<file path="config.mk">
export PLATFORM = sky130hd
export DESIGN_NAME = hisBuilderTop
export DESIGN_NICKNAME = d
export VERILOG_FILES = /design/src/hw/sifhPkg.sv /design/src/hw/sampleCounter.sv /design/src/hw/hisBuilderFsm.sv /design/src/hw/samplePairAdder.sv /design/src/hw/pixelAccumStore.sv /design/src/hw/resultPacker.sv /design/src/hw/hisBuilderTop.sv
export SDC_FILE = /design/constraint.sdc
export NUM_CORES = 1
export LEC_CHECK = 0
export BUFFER_PORTS_ARGS = -buffer_cell sky130_fd_sc_hd__buf_2
export CAP_MARGIN = 20
export CORE_MARGIN = 5
export CORE_UTILIZATION = 55
export CTS_BUF_LIST = sky130_fd_sc_hd__clkbuf_16
export CTS_CLUSTER_DIAMETER = 40
export DETAILED_ROUTE_END_ITERATION = 7
export PLACE_DENSITY_LB_ADDON = 0.12
export SYNTH_ARGS = -nofsm -noshare
export SYNTH_HDL_FRONTEND = slang
export SYNTH_HIERARCHICAL = 1
export SYNTH_SLANG_ARGS = --single-unit
</file>
<file path="constraint.sdc">
create_clock -name clk -period 3.1 [get_ports clk]
set_input_delay 0.31 -clock clk [delete_from_list [all_inputs] [get_ports clk]]
set_output_delay 0.31 -clock clk [all_outputs]
set_load 0.01 [all_outputs]
</file>
<file path="src/hw/sifhPkg.sv">
package sifhPkg;

    localparam int SAMPLE_WIDTH      = 10;
    localparam int PIXEL_NUM         = 3;
    localparam int SAMPLES_PER_PIXEL = 2;
    localparam int FRAMES_PER_ACQ    = 2;
    localparam int SUM_WIDTH         = 12;

    // Four samples per pixel per acquisition, so the mean is a shift by two
    localparam int MEAN_SHIFT = $clog2(SAMPLES_PER_PIXEL * FRAMES_PER_ACQ);

    localparam int SAMPLE_IDX_WIDTH = 1;
    localparam int PIXEL_IDX_WIDTH  = 2;
    localparam int FRAME_IDX_WIDTH  = 1;
    localparam int RESULT_WIDTH     = PIXEL_NUM * SAMPLE_WIDTH;

    typedef logic [SAMPLE_WIDTH-1:0]     sampleT;
    typedef logic [SUM_WIDTH-1:0]        sumT;
    typedef logic [SAMPLE_IDX_WIDTH-1:0] sampleIdxT;
    typedef logic [PIXEL_IDX_WIDTH-1:0]  pixelIdxT;
    typedef logic [FRAME_IDX_WIDTH-1:0]  frameIdxT;
    typedef logic [RESULT_WIDTH-1:0]     resultT;   // Pixel 0 in the lowest bits

    // Terminal counts of the position counters
    localparam sampleIdxT LAST_SAMPLE = sampleIdxT'(SAMPLES_PER_PIXEL - 1);
    localparam pixelIdxT  LAST_PIXEL  = pixelIdxT'(PIXEL_NUM - 1);
    localparam frameIdxT  LAST_FRAME  = frameIdxT'(FRAMES_PER_ACQ - 1);

    typedef enum logic [1:0] {
        IDLE,
        COLLECT,
        FLUSH,
        PUBLISH
    } builderStateT;

endpackage

</file>
<file path="src/hw/sampleCounter.sv">
`timescale 1ns/1ns

module sampleCounter (
    input  logic              clk,
    input  logic              rstN,
    input  logic              wrEn,
    output sifhPkg::pixelIdxT pixelIdx,
    output sifhPkg::frameIdxT frameIdx,
    output logic              pairEnd,
    output logic              acqEnd
);
    import sifhPkg::*;

    sampleIdxT sampleCnt;
    pixelIdxT  pixelCnt;
    frameIdxT  frameCnt;
    logic      lastSample;
    logic      lastPixel;
    logic      lastFrame;

    assign lastSample = (sampleCnt == LAST_SAMPLE);
    assign lastPixel  = (pixelCnt == LAST_PIXEL);
    assign lastFrame  = (frameCnt == LAST_FRAME);

    assign pairEnd = wrEn && lastSample;
    assign acqEnd  = pairEnd && lastPixel && lastFrame;   // Counters wrap on this strobe

    assign pixelIdx = pixelCnt;
    assign frameIdx = frameCnt;

    // Order is frame, then pixel, then sample
    always_ff @(posedge clk or negedge rstN) begin
        if (!rstN) begin
            sampleCnt <= '0;
            pixelCnt  <= '0;
            frameCnt  <= '0;
        end else if (wrEn) begin
            if (lastSample) begin
                sampleCnt <= '0;
                if (lastPixel) begin
                    pixelCnt <= '0;
                    frameCnt <= lastFrame ? '0 : frameCnt + 1'b1;
                end else begin
                    pixelCnt <= pixelCnt + 1'b1;
                end
            end else begin
                sampleCnt <= sampleCnt + 1'b1;
            end
        end
    end

endmodule

</file>
<file path="src/hw/hisBuilderFsm.sv">
`timescale 1ns/1ns

module hisBuilderFsm (
    input  logic clk,
    input  logic rstN,
    input  logic wrEn,
    input  logic acqEnd,
    output logic publish
);
    import sifhPkg::*;

    builderStateT state;
    builderStateT nextState;
    logic         strobeSeen;   // A new acquisition started while flushing

    always_comb begin
        nextState = state;
        case (state)
            IDLE: begin
                if (wrEn) begin
                    nextState = COLLECT;
                end
            end
            COLLECT: begin
                if (acqEnd) begin
                    nextState = FLUSH;
                end
            end
            FLUSH: begin
                nextState = PUBLISH;   // Last pair sum lands in the store here
            end
            PUBLISH: begin
                if (wrEn || strobeSeen) begin
                    nextState = COLLECT;
                end else begin
                    nextState = IDLE;
                end
            end
            default: begin
                nextState = IDLE;
            end
        endcase
    end

    always_ff @(posedge clk or negedge rstN) begin
        if (!rstN) begin
            state <= IDLE;
        end else begin
            state <= nextState;
        end
    end

    always_ff @(posedge clk or negedge rstN) begin
        if (!rstN) begin
            strobeSeen <= 1'b0;
        end else begin
            strobeSeen <= (state == FLUSH) && wrEn;
        end
    end

    // The pulse follows the PUBLISH cycle, so the packer samples the store
    // at the third edge after the last strobe
    always_ff @(posedge clk or negedge rstN) begin
        if (!rstN) begin
            publish <= 1'b0;
        end else begin
            publish <= (state == PUBLISH);
        end
    end

endmodule

</file>
<file path="src/hw/samplePairAdder.sv">
`timescale 1ns/1ns

module samplePairAdder (
    input  logic              clk,
    input  logic              rstN,
    input  logic              wrEn,
    input  sifhPkg::sampleT   data,
    input  logic              pairEnd,
    input  sifhPkg::pixelIdxT pixelIdx,
    input  sifhPkg::frameIdxT frameIdx,
    output logic              pairValid,
    output sifhPkg::sumT      pairSum,
    output sifhPkg::pixelIdxT pairPixel,
    output sifhPkg::frameIdxT pairFrame
);
    import sifhPkg::*;

    sampleT firstSample;

    always_ff @(posedge clk or negedge rstN) begin
        if (!rstN) begin
            pairValid <= 1'b0;
        end else begin
            pairValid <= wrEn && pairEnd;
        end
    end

    always_ff @(posedge clk) begin
        if (wrEn && !pairEnd) begin
            firstSample <= data;
        end
        if (wrEn && pairEnd) begin
            pairSum   <= sumT'(firstSample) + sumT'(data);
            pairPixel <= pixelIdx;   // Tag travels with the sum
            pairFrame <= frameIdx;
        end
    end

endmodule

</file>
<file path="src/hw/pixelAccumStore.sv">
`timescale 1ns/1ns

module pixelAccumStore (
    input  logic              clk,
    input  logic              rstN,
    input  logic              pairValid,
    input  sifhPkg::sumT      pairSum,
    input  sifhPkg::pixelIdxT pairPixel,
    input  sifhPkg::frameIdxT pairFrame,
    output sifhPkg::sumT      pixelSum0,
    output sifhPkg::sumT      pixelSum1,
    output sifhPkg::sumT      pixelSum2
);
    import sifhPkg::*;

    sumT  sumMem [PIXEL_NUM];
    logic firstFrame;

    assign firstFrame = (pairFrame == '0);   // Frame 0 restarts the entry

    always_ff @(posedge clk or negedge rstN) begin
        if (!rstN) begin
            for (int i = 0; i < PIXEL_NUM; i++) begin
                sumMem[i] <= '0;
            end
        end else if (pairValid) begin
            for (int i = 0; i < PIXEL_NUM; i++) begin
                if (pairPixel == pixelIdxT'(i)) begin
                    if (firstFrame) begin
                        sumMem[i] <= pairSum;
                    end else begin
                        sumMem[i] <= sumMem[i] + pairSum;
                    end
                end
            end
        end
    end

    assign pixelSum0 = sumMem[0];
    assign pixelSum1 = sumMem[1];
    assign pixelSum2 = sumMem[2];

endmodule

</file>
<file path="src/hw/resultPacker.sv">
`timescale 1ns/1ns

module resultPacker (
    input  logic             clk,
    input  logic             rstN,
    input  logic             publish,
    input  sifhPkg::sumT     pixelSum0,
    input  sifhPkg::sumT     pixelSum1,
    input  sifhPkg::sumT     pixelSum2,
    output sifhPkg::resultT  result,
    output logic             resultValid
);
    import sifhPkg::*;

    sumT    sums [PIXEL_NUM];
    resultT meanWord;

    assign sums[0] = pixelSum0;
    assign sums[1] = pixelSum1;
    assign sums[2] = pixelSum2;

    // The truncated mean is at most 1023 and fits a sample slot
    always_comb begin
        meanWord = '0;
        for (int i = 0; i < PIXEL_NUM; i++) begin
            meanWord[i*SAMPLE_WIDTH +: SAMPLE_WIDTH] = sampleT'(sums[i] >> MEAN_SHIFT);
        end
    end

    always_ff @(posedge clk or negedge rstN) begin
        if (!rstN) begin
            result      <= '0;
            resultValid <= 1'b0;
        end else begin
            resultValid <= publish;
            if (publish) begin
                result <= meanWord;   // Held until the next acquisition
            end
        end
    end

endmodule

</file>
<file path="src/hw/hisBuilderTop.sv">
`timescale 1ns/1ns

module hisBuilderTop (
    input  logic            clk,
    input  logic            rstN,
    input  logic            wrEn,
    input  sifhPkg::sampleT data,
    output sifhPkg::resultT result,
    output logic            resultValid
);
    import sifhPkg::*;

    pixelIdxT pixelIdx;
    frameIdxT frameIdx;
    logic     pairEnd;
    logic     acqEnd;
    logic     publish;
    logic     pairValid;
    sumT      pairSum;
    pixelIdxT pairPixel;
    frameIdxT pairFrame;
    sumT      pixelSum0;
    sumT      pixelSum1;
    sumT      pixelSum2;

    sampleCounter sampleCounterU0 (
        .clk      (clk),
        .rstN     (rstN),
        .wrEn     (wrEn),
        .pixelIdx (pixelIdx),
        .frameIdx (frameIdx),
        .pairEnd  (pairEnd),
        .acqEnd   (acqEnd)
    );

    hisBuilderFsm hisBuilderFsmU0 (
        .clk     (clk),
        .rstN    (rstN),
        .wrEn    (wrEn),
        .acqEnd  (acqEnd),
        .publish (publish)
    );

    samplePairAdder samplePairAdderU0 (
        .clk       (clk),
        .rstN      (rstN),
        .wrEn      (wrEn),
        .data      (data),
        .pairEnd   (pairEnd),
        .pixelIdx  (pixelIdx),
        .frameIdx  (frameIdx),
        .pairValid (pairValid),
        .pairSum   (pairSum),
        .pairPixel (pairPixel),
        .pairFrame (pairFrame)
    );

    pixelAccumStore pixelAccumStoreU0 (
        .clk       (clk),
        .rstN      (rstN),
        .pairValid (pairValid),
        .pairSum   (pairSum),
        .pairPixel (pairPixel),
        .pairFrame (pairFrame),
        .pixelSum0 (pixelSum0),
        .pixelSum1 (pixelSum1),
        .pixelSum2 (pixelSum2)
    );

    resultPacker resultPackerU0 (
        .clk         (clk),
        .rstN        (rstN),
        .publish     (publish),
        .pixelSum0   (pixelSum0),
        .pixelSum1   (pixelSum1),
        .pixelSum2   (pixelSum2),
        .result      (result),
        .resultValid (resultValid)
    );

endmodule

</file>
Word level (Yosys, flattened, before mapping)
Cells that the tools add are included.

storage, ports and cells
  logic and storage cells = 57
  input bits = 13
  flip-flop bits (word level) = 101
  output and inout bits = 31

operators by class
  equal/unequal tests = 8
  reduce and logical (&&, ||, !) cells = 16
  mux-type cells = 10
  add/sub/neg operators = 7

operators by type and width
  kind                   number
  $add A12 B12 Y12       3
  $mux W12               3
  $add A10 B10 Y11       1
  $reduce_and A2 Y1      5
  $eq A2 B2 Y1 const B   4
  $pmux W2 S4            1
  $logic_and A1 B1 Y1    6
  $mux W2                3
  $eq A2 B1 Y1 const B   2
  $logic_not A2 Y1       2
  $ne A2 B2 Y1 const B   2
  $mux W1                3
  $reduce_and A3 Y1      1
  $add A1 B1 Y1 const B  2
  $add A2 B1 Y2 const B  1
  $logic_not A1 Y1       1
  $logic_or A1 B1 Y1     1

Logic depth before layout (Yosys ltp)
Gate-level depths: netlist of run 1.

  depth after elaboration = 5
  depth in mapped cells = 9
  gate-level depth less buffers = 9

By module
The synthesis of run 1 kept the hierarchy.

modules (own cells, without submodules)
  module           times used  area each (um2)  cells an instance  seq. area each (um2)
  pixelAccumStore  1           3,363.2          416                900.9
  resultPacker     1           1,260.0          64                 775.7
  samplePairAdder  1           1,213.7          85                 745.7
  hisBuilderFsm    1           240.2            19                 100.1
  sampleCounter    1           178.9            15                 100.1

Least setup slack after synthesis of run 1
No wires, ideal clock.

  path kind = register -> register
  from = reg samplePairAdderU0.pairSum[0]
  to = reg pixelAccumStoreU0.sumMem, in the netlist pixelAccumStoreU0/pixelSum2[8]
  setup slack = 0.928 ns
  required time = 2.968 ns
  stages on the path, launching flop included = 10
  library setup time = 0.132 ns
  period minus slack after synthesis = 2.172 ns
  arrival = 2.041 ns
  path buffers = 0
  cell sequence = edfxtp_1 ha_1 inv_1 fa_1 nor2b_4 o31a_1 o21ai_1 a211o_1 nand4_1 or3b_1

between the ends
  cells in the longest elaborated chain, start to end = 2

RTL lines
  item                           line                   source
  start, declared                samplePairAdder.sv:12  output sifhPkg::sumT pairSum,
  start signal, assigned         samplePairAdder.sv:33  pairSum <= sumT'(firstSample) + sumT'(data);
  $add A12 B12 Y12               pixelAccumStore.sv:32  sumMem[i] <= sumMem[i] + pairSum;
  $mux W12                       pixelAccumStore.sv:29  if (firstFrame) begin
  end signal, assigned by index  pixelAccumStore.sv:30  sumMem[i] <= pairSum;
  end signal, assigned by index  pixelAccumStore.sv:32
  end, declared                  pixelAccumStore.sv:16  sumT sumMem [PIXEL_NUM];

No other way between the ends.
A chain may end at the register's enable or synchronous reset.

Final worst setup path of run 1
  from = reg samplePairAdderU0.pairSum[1]
  to = reg pixelAccumStoreU0.sumMem, in the netlist pixelAccumStoreU0/pixelSum2[8]

The elaborated chain is that of the path after synthesis.

==> results of run 1 <==
==> path summary, 6_finish.rpt <==
path / start / endpoint / slack (ps) / cells past startpoint
setup / recovery: samplePairAdderU0/pairSum[1] / pixelAccumStoreU0/pixelSum2[8] / 690 / 8
hold reg to reg: sampleCounterU0/frameIdx / samplePairAdderU0/pairFrame / 500 / 0
max in group asynchronous: rstN / pixelAccumStoreU0/pixelSum2[4] / 2430 / 2
min in group clk: data[8] / samplePairAdderU0/firstSample[8] / 140 / 1
setup reg to reg: samplePairAdderU0/pairSum[1] / pixelAccumStoreU0/pixelSum2[8] / 690 / 8
hold / removal: rstN / resultPackerU0/result[10] / 40 / 1
==> cells in the mapped netlist (3+ instances only) <==
| cell type | number |
|---|---|
| sky130_fd_sc_hd__o21ai_1 | 7 |
| sky130_fd_sc_hd__dfrtp_1 | 76 |
| sky130_fd_sc_hd__or3_1 | 6 |
| sky130_fd_sc_hd__xor2_1 | 6 |
| sky130_fd_sc_hd__o21a_1 | 7 |
| sky130_fd_sc_hd__fa_1 | 4 |
| sky130_fd_sc_hd__clkbuf_1 | 11 |
| sky130_fd_sc_hd__o21ai_0 | 40 |
| sky130_fd_sc_hd__inv_1 | 24 |
| sky130_fd_sc_hd__xnor2_1 | 11 |
| sky130_fd_sc_hd__a211o_1 | 10 |
| sky130_fd_sc_hd__edfxtp_1 | 24 |
| sky130_fd_sc_hd__o31ai_1 | 7 |
| sky130_fd_sc_hd__buf_2 | 4 |
| sky130_fd_sc_hd__buf_6 | 3 |
| sky130_fd_sc_hd__nand2_1 | 46 |
| sky130_fd_sc_hd__nor2_1 | 41 |
| sky130_fd_sc_hd__mux2i_1 | 11 |
| sky130_fd_sc_hd__ha_1 | 47 |
| sky130_fd_sc_hd__and3_1 | 7 |
| sky130_fd_sc_hd__a211oi_1 | 6 |
| sky130_fd_sc_hd__nand3_1 | 17 |
| sky130_fd_sc_hd__nand4_1 | 4 |
| sky130_fd_sc_hd__nand2b_1 | 8 |
| sky130_fd_sc_hd__a21oi_1 | 43 |
| sky130_fd_sc_hd__nand3b_1 | 3 |
| sky130_fd_sc_hd__a31oi_1 | 9 |
| sky130_fd_sc_hd__a21o_1 | 10 |
| sky130_fd_sc_hd__o211ai_1 | 5 |
| sky130_fd_sc_hd__nor3_1 | 10 |
| sky130_fd_sc_hd__or2_2 | 5 |
| sky130_fd_sc_hd__nor2b_1 | 8 |
| sky130_fd_sc_hd__mux2_4 | 32 |
==> state kept, by name (all words and copies together), names as in the netlist, 2 cells and up <==
name and count:
pixelAccumStoreU0/pixelSum1 12, samplePairAdderU0/firstSample 10, samplePairAdderU0/pairSum 11, samplePairAdderU0/pairPixel 2
hisBuilderFsmU0/state 2, pixelAccumStoreU0/pixelSum0 12, resultPackerU0/result 30, pixelAccumStoreU0/pixelSum2 12
sampleCounterU0/pixelIdx 2
==> routing by layer <==
| metal | vias up | track usage (%) | share of wire (%) |
|---|---|---|---|
| li1 | 2279 | - | - |
| met1 | 2286 | 28.7 | 45 |
| met2 | 145 | 35.5 | 48 |
| met3 | 20 | 5.28 | 5.5 |
| met4 | 0 | 6.04 | 1.9 |
| met5 | - | 0 | 0 |
==> logic make-up after synthesis <==
group	after synthesis	share of synthesized area, %
multiplexers	45	9.80
AO/OA/AOI/OAI	168	18.0
AND/OR/NAND/NOR	173	14.0
adder cells (fa/ha/maj)	51	10.7
buffers and inverters	44	3.14
flip-flops	100	41.9
other	1	0.0599
XOR/XNOR	17	2.38
==> through the flow <==
step / cells / cell area (um^2)
6_report: 786 / 6890
5_1_grt: 786 / 6890
4_1_cts: 786 / 6890
3_5_place_dp: 770 / 6590
3_3_place_gp: 770 / 6590
2_1_floorplan: 599 / 6260
==> power by group through the flow <==
| stage | clock (uW) | sequential, uW | combinational (uW) |
|---|---|---|---|
| CTS | 1180 | 2340 | 3050 |
| global route | 1230 | 2420 | 3400 |
| finish | 1160 | 2330 | 3060 |
| global placement | 0 | 2330 | 2950 |
| detailed placement | 0 | 2360 | 3030 |
| floorplan | 0 | 2240 | 2400 |
==> area by class of cell <==
type / instances / share of cell area, %
clock buffers: 9 / 3.27
clock inverters: 7 / 1.09
inverters: 24 / 1.31
multi-input cells: 455 / 49.9
flip-flops and latches: 100 / 38.1
well taps: 143 / 2.60
repair buffers: 48 / 3.71
==> reports/results.md, run 1 <==
| Result | Value |
| --- | --- |
| Element type at the critical path end | flip-flop |
| Initial antenna violation count | 0 |
| Power per unit of standard cell area | 951 nW/um^2 |
| Filler instances | 901 |
| Top-Level Pins | 44 |
| Count of instances resized after the clock tree is built | 0 |
| Mean cell area of the mapped netlist | 10.4 um^2 |
| Wire length of the first global-routing pass | 22.8 mm |
| Number of remaining DRC errors | 0 |
| Worst setup timing slack at the placement stage | 724 ps |
| Hold violation count in the final report | 0 |
| Post-layout nets | 702 |
| Share of Yosys cell area claimed by the top area cell type | 30.4% |
| Library cell contributing the largest single delay on the critical path | sky130_fd_sc_hd__fa_1 |
| Number of max-slew violations in the final report | 0 |
| Yosys warns | 6 |
| Final weighted congestion of routability-driven global placement | 0.920 |
| Worst-skew pair later-pin latency | 360 ps |
| Vert. Die Dim | 117 um |
| Post-synthesis instance area | 6260 um^2 |
| Max-cap violations | 0 |
| Num Clock Sinks | 100 |
| DRC marker count from the first detailed-route iteration | 345 |
| Arrival time at the worst endpoint | 2660 ps |
| Clock skew after layout | 10.6 ps |
| RSZ-0062 raised after global routing | no |
| Leading post-synthesis cells by cell area | sky130_fd_sc_hd__dfrtp_1, sky130_fd_sc_hd__edfxtp_1, sky130_fd_sc_hd__ha_1 |
| Vias in the first global route | 4549 |
| Setup violations, final | 0 |
| Detailed Routing Iterations Pass 1 | 5 |
| Cell family with most CP delay | simple AND/OR/NAND/NOR gates |
| Buf/Inv on CP | 1 |
| Number of nets with antenna violations after detailed routing | 0 |
| Remaining global-route overflow | 0 |
| Post-synth cell types | 70 |
| Vias | 4730 |
| Sum Neg Setup Slack | 0 ps |
| Inserted Clock Buffers | 9 |
| Routed length per placed instance | 17.7 um |
| Chip width | 117 um |
| Bufs on Longest Clock Path | 2 |
| Total of buffers placed on input and output ports | 43 |
| Maximum net fanout on the critical path | 5 |
| Overall Power | 6550 uW |
| Result of the run | finished, final reports clean |
| Largest net degree at the start of global routing | 64 |
| Fraction of power spent switching nets | 38.4% |
| Clock Pin Slew Worst Setup and Hold Paths | 70 ps |
| Footprint of the flip-flops and latches | 2620 um^2 |
| Initial core utilization | 55.5% |
| Cell-internal power | 4030 uW |
| Synth Net Count | 663 |
| Area Overhead vs Synth | 10.1% |
| Clock period minus worst slack | 2410 ps |
| CTS root buffer | sky130_fd_sc_hd__clkbuf_16 |
| Startpoint types | flip-flop |
| Area of the die | 13600 um^2 |
| Drt via density | 6.02 |
| Normalized max-slew margin | 31.1% |
| Number of rows created at floorplan | 39 |
| Top flip-flop cell by instance count after synthesis | sky130_fd_sc_hd__dfrtp_1 |
| Routed wire length | 13.9 mm |
| Post-DP HPWL | 10.2 mm |
| Commonest cells after routing, fill and taps aside | sky130_fd_sc_hd__dfrtp_1, sky130_fd_sc_hd__ha_1, sky130_fd_sc_hd__nand2_1, sky130_fd_sc_hd__a21oi_1, sky130_fd_sc_hd__buf_2 |
| Clock tree from TritonCTS | built |
| Worst Setup Slack, final | 686 ps |
| Final worst-path cycle share | 77.9% |
| Final core area utilization | 61.1% |
| Sequence of cells on the critical path | inv_1, fa_1, nor2b_4, o31a_1, o21ai_1, a211o_1, nand4_1, or3b_1 |
| Required @ worst endpoint | 3350 ps |
| Number of standard cells after synthesis | 599 |
| H-tree depth | 3 |
| Peak VDD IR | 732 uV |
| Reported net switching power | 2520 uW |
| # Post-CTS Setup Buffers | 0 |
| Fraction of layout instances using a drive strength above 1 | 18.4% |
| Number of enable flip-flop cells after synthesis | 24 |
| Area leader, netlist | sky130_fd_sc_hd__dfrtp_1 |
| Max Fclk | 0.414 GHz |
| Proportion of power drawn by the clock network | 17.7% |
| Leakage power | 0.00317 uW |
| Worst Hold Margin | 39.9 ps |
| Post-synthesis sequential area ratio | 41.9% |
| Part of the power in registers | 35.6% |
| Antenna Diode Count | 0 |
| Most common library cell in the layout ignoring fill and taps | sky130_fd_sc_hd__dfrtp_1 |
| Type of the worst setup path | flip-flop to flip-flop |
| Logic gate share of total power | 46.7% |
| Largest stage delay on the critical path | 520 ps |
| Slew of the pin with the lowest slew margin | 1030 ps |
| Overall global routing resource usage | 21.6% |
| Area of the placeable core | 11300 um^2 |
| Post-CTS Hold Buffers | 0 |
| Number of synthesized register bits | 100 |
| Min-delay worst type | primary input to async pin |
| Footprint of the multi-input gates | 3440 um^2 |
| Fraction of registers with async set or reset after synthesis | 76.0% |
Power figures use the tool's default switching activity.
==> run 2: changes to the inputs <==
- clock period: 3.1 -> 2.4 ns (I/O delays scaled with it)
==> run 2 against run 1 <==
Effect of this change: the run now ends with hold timing left; sequential share of layout area fell by 0.25 points; clock skew fell by 3.1 ps; power rose by 28%; maximum frequency rose by 2.2%; critical endpoint is now pixelAccumStoreU0/pixelSum1[11].
==> reports/results.md, run 2 (synthesized netlist as in run 1, its figures left out) <==
| Result | Value | Change |
| --- | --- | --- |
| Result of the run | finished with violations |  |
| Failing checks | hold timing |  |
| DRC marker count from the first detailed-route iteration | 403 | +17% |
| Max Fclk | 0.424 GHz | +2.2% |
| Vias in the first global route | 4748 | +4.4% |
| Final Non-Filler Cells | 792 | +0.76% |
| Critical path startpoint | samplePairAdderU0/pairSum[1] |  |
| RSZ-0062 raised after global routing | yes |  |
| Post-CTS Hold Buffers | 0 | unchanged |
| Vias | 4734 | +0.085% |
| Routed wire length | 14.0 mm | +0.65% |
| Vert. Die Dim | 117 um | unchanged |
| Post-DP HPWL | 10.2 mm | +0.16% |
| Worst Hold Margin | -11.6 ps | -51.5 ps |
| Most common library cell in the layout ignoring fill and taps | sky130_fd_sc_hd__dfrtp_1 |  |
| Largest net degree at the start of global routing | 65 | +1.6% |
| Element type at the critical path end | flip-flop |  |
| Clock skew after layout | 7.47 ps | -3.12 ps |
| Num Clock Sinks | 100 | unchanged |
| Leakage power | 0.00318 uW | +0.46% |
| Number of rows created at floorplan | 39 | unchanged |
| Clock Pin Slew Worst Setup and Hold Paths | 70 ps | about the same |
| Initial core utilization | 55.5% | unchanged |
| Normalized max-slew margin | 44.7% | +14 points |
| Area of the die | 13600 um^2 | unchanged |
| Chip width | 117 um | unchanged |
| Power per unit of standard cell area | 1210 nW/um^2 | +27% |
| Number of nets with antenna violations after detailed routing | 0 | unchanged |
| Post-layout nets | 708 | +0.85% |
| Initial antenna violation count | 0 | unchanged |
| Min-delay worst type | primary input to async pin |  |
| Final weighted congestion of routability-driven global placement | 0.893 | -2.9% |
| Routed length per placed instance | 17.7 um | -0.11% |
| H-tree depth | 3 | unchanged |
| Arrival time at the worst endpoint | 2590 ps | -70 ps |
| Top-Level Pins | 44 | unchanged |
| CTS root buffer | sky130_fd_sc_hd__clkbuf_16 |  |
| Area of the placeable core | 11300 um^2 | unchanged |
| Hold violation count in the final report | 17 | +17 |
| Maximum net fanout on the critical path | 3 | -2 |
| Number of max-slew violations in the final report | 0 | unchanged |
| Antenna Diode Count | 0 | unchanged |
| Peak VDD IR | 853 uV | +17% |
| Largest register FFs | 30 | unchanged |
| Required @ worst endpoint | 2630 ps | -720 ps |
| Final worst-path cycle share | 98.4% | +21 points |
| Most flop-heavy register | resultPackerU0/result |  |
| Worst flop-to-flop path startpoint | samplePairAdderU0/pairSum[1] |  |
| Number of remaining DRC errors | 0 | unchanged |
| Type of the worst setup path | flip-flop to flip-flop |  |
| Max-cap violations | 0 | unchanged |
| Clock tree from TritonCTS | built |  |
| Sum Neg Setup Slack | 0 ps | unchanged |
| Dpl cells | 774 | +0.52% |
| Commonest cells after routing, fill and taps aside | sky130_fd_sc_hd__dfrtp_1, sky130_fd_sc_hd__nand2_1, sky130_fd_sc_hd__ha_1, sky130_fd_sc_hd__buf_2 |  |
| Slew of the pin with the lowest slew margin | 830 ps | -203 ps |
| Fraction of layout instances using a drive strength above 1 | 19.6% | +1.2 points |
| Startpoint types | flip-flop |  |
| Drt via density | 5.98 | -0.67% |
| Wire length of the first global-routing pass | 23.1 mm | +1.3% |
| Clock period minus worst slack | 2360 ps | -53.0 ps |
| Inserted Clock Buffers | 9 | unchanged |
| Total of buffers placed on input and output ports | 43 | unchanged |
| Area Overhead vs Synth | 10.8% |  |
| Remaining global-route overflow | 0 | unchanged |
| Worst-skew pair later-pin latency | 350 ps | about the same |
| Overall global routing resource usage | 21.7% | +0.12 points |
| Detailed Routing Iterations Pass 1 | 5 | unchanged |
| Bufs on Longest Clock Path | 2 | unchanged |
| Setup violations, final | 0 | unchanged |
run 2: where the power goes:
part	internal, uW	switching, uW	leakage [uW]	total, uW
clock network	687	625	0.000127	1310
registers	2400	562	0.00117	2960
logic	2040	2080	0.00189	4120
run 2: metrics by stage:
stage / instance area (um^2) / worst slack, ps / power, uW / hold WS [ps] / utilization (%)
finish: 6930 / 39.1 / 8390 / -11.6 / 61.5
floorplan: 6260 / 228 / 5990 / -55.6 / -
global route: 6930 / -45.3 / 9030 / 70.1 / 61.5
global placement: 6630 / 116 / 6810 / 390 / 58.8
CTS: 6890 / 9.50 / 8360 / 23.6 / 61.1
detailed placement: 6630 / 22.1 / 7000 / 399 / 58.8
run 2: layout make-up:
cell class | count | area [um^2]
inverter | 24 | 90.1
clock inverter | 7 | 35.0
multi-input combinational | 455 | 3460
sequential | 100 | 2620
clock buffer | 9 | 225
timing repair buffer | 54 | 313
tap | 143 | 179
fill | 928 | 4340
run 2: worst max-delay path, stage by stage (launching register included):
cell and delay [ps]:
sky130_fd_sc_hd__edfxtp_1 410, sky130_fd_sc_hd__buf_4 170, sky130_fd_sc_hd__ha_1 340, sky130_fd_sc_hd__a211oi_2 290
sky130_fd_sc_hd__nor2_1 110, sky130_fd_sc_hd__a41o_1 310, sky130_fd_sc_hd__o41a_1 330, sky130_fd_sc_hd__mux2i_1 170
sky130_fd_sc_hd__o211ai_1 100
run 2: worst paths after layout:
check	slack, ps	cells past startpoint	endpoint
min reg2reg	500	2	pixelAccumStoreU0/pixelSum2[0]
max in group asynchronous	1700	2	sampleCounterU0/lastSample
min	-10	1	resultPackerU0/result[10]
max reg2reg	40	8	pixelAccumStoreU0/pixelSum1[11]
max	40	8	pixelAccumStoreU0/pixelSum1[11]
min in group clk	80	1	samplePairAdderU0/firstSample[3]
run 2: repair_timing:
item	4_1_cts	5_1_grt
setup buffers	0	2
endpoints found under the setup margin	0	6
gates resized for setup	0	8
run 2: layer usage:
metal	global-route usage [%]	share of wire, %	vias up
li1	-	-	2285
met1	28.9	45	2285
met2	35.7	48	145
met3	4.46	5.4	19
met4	7.49	1.9	0
met5	0	0	-
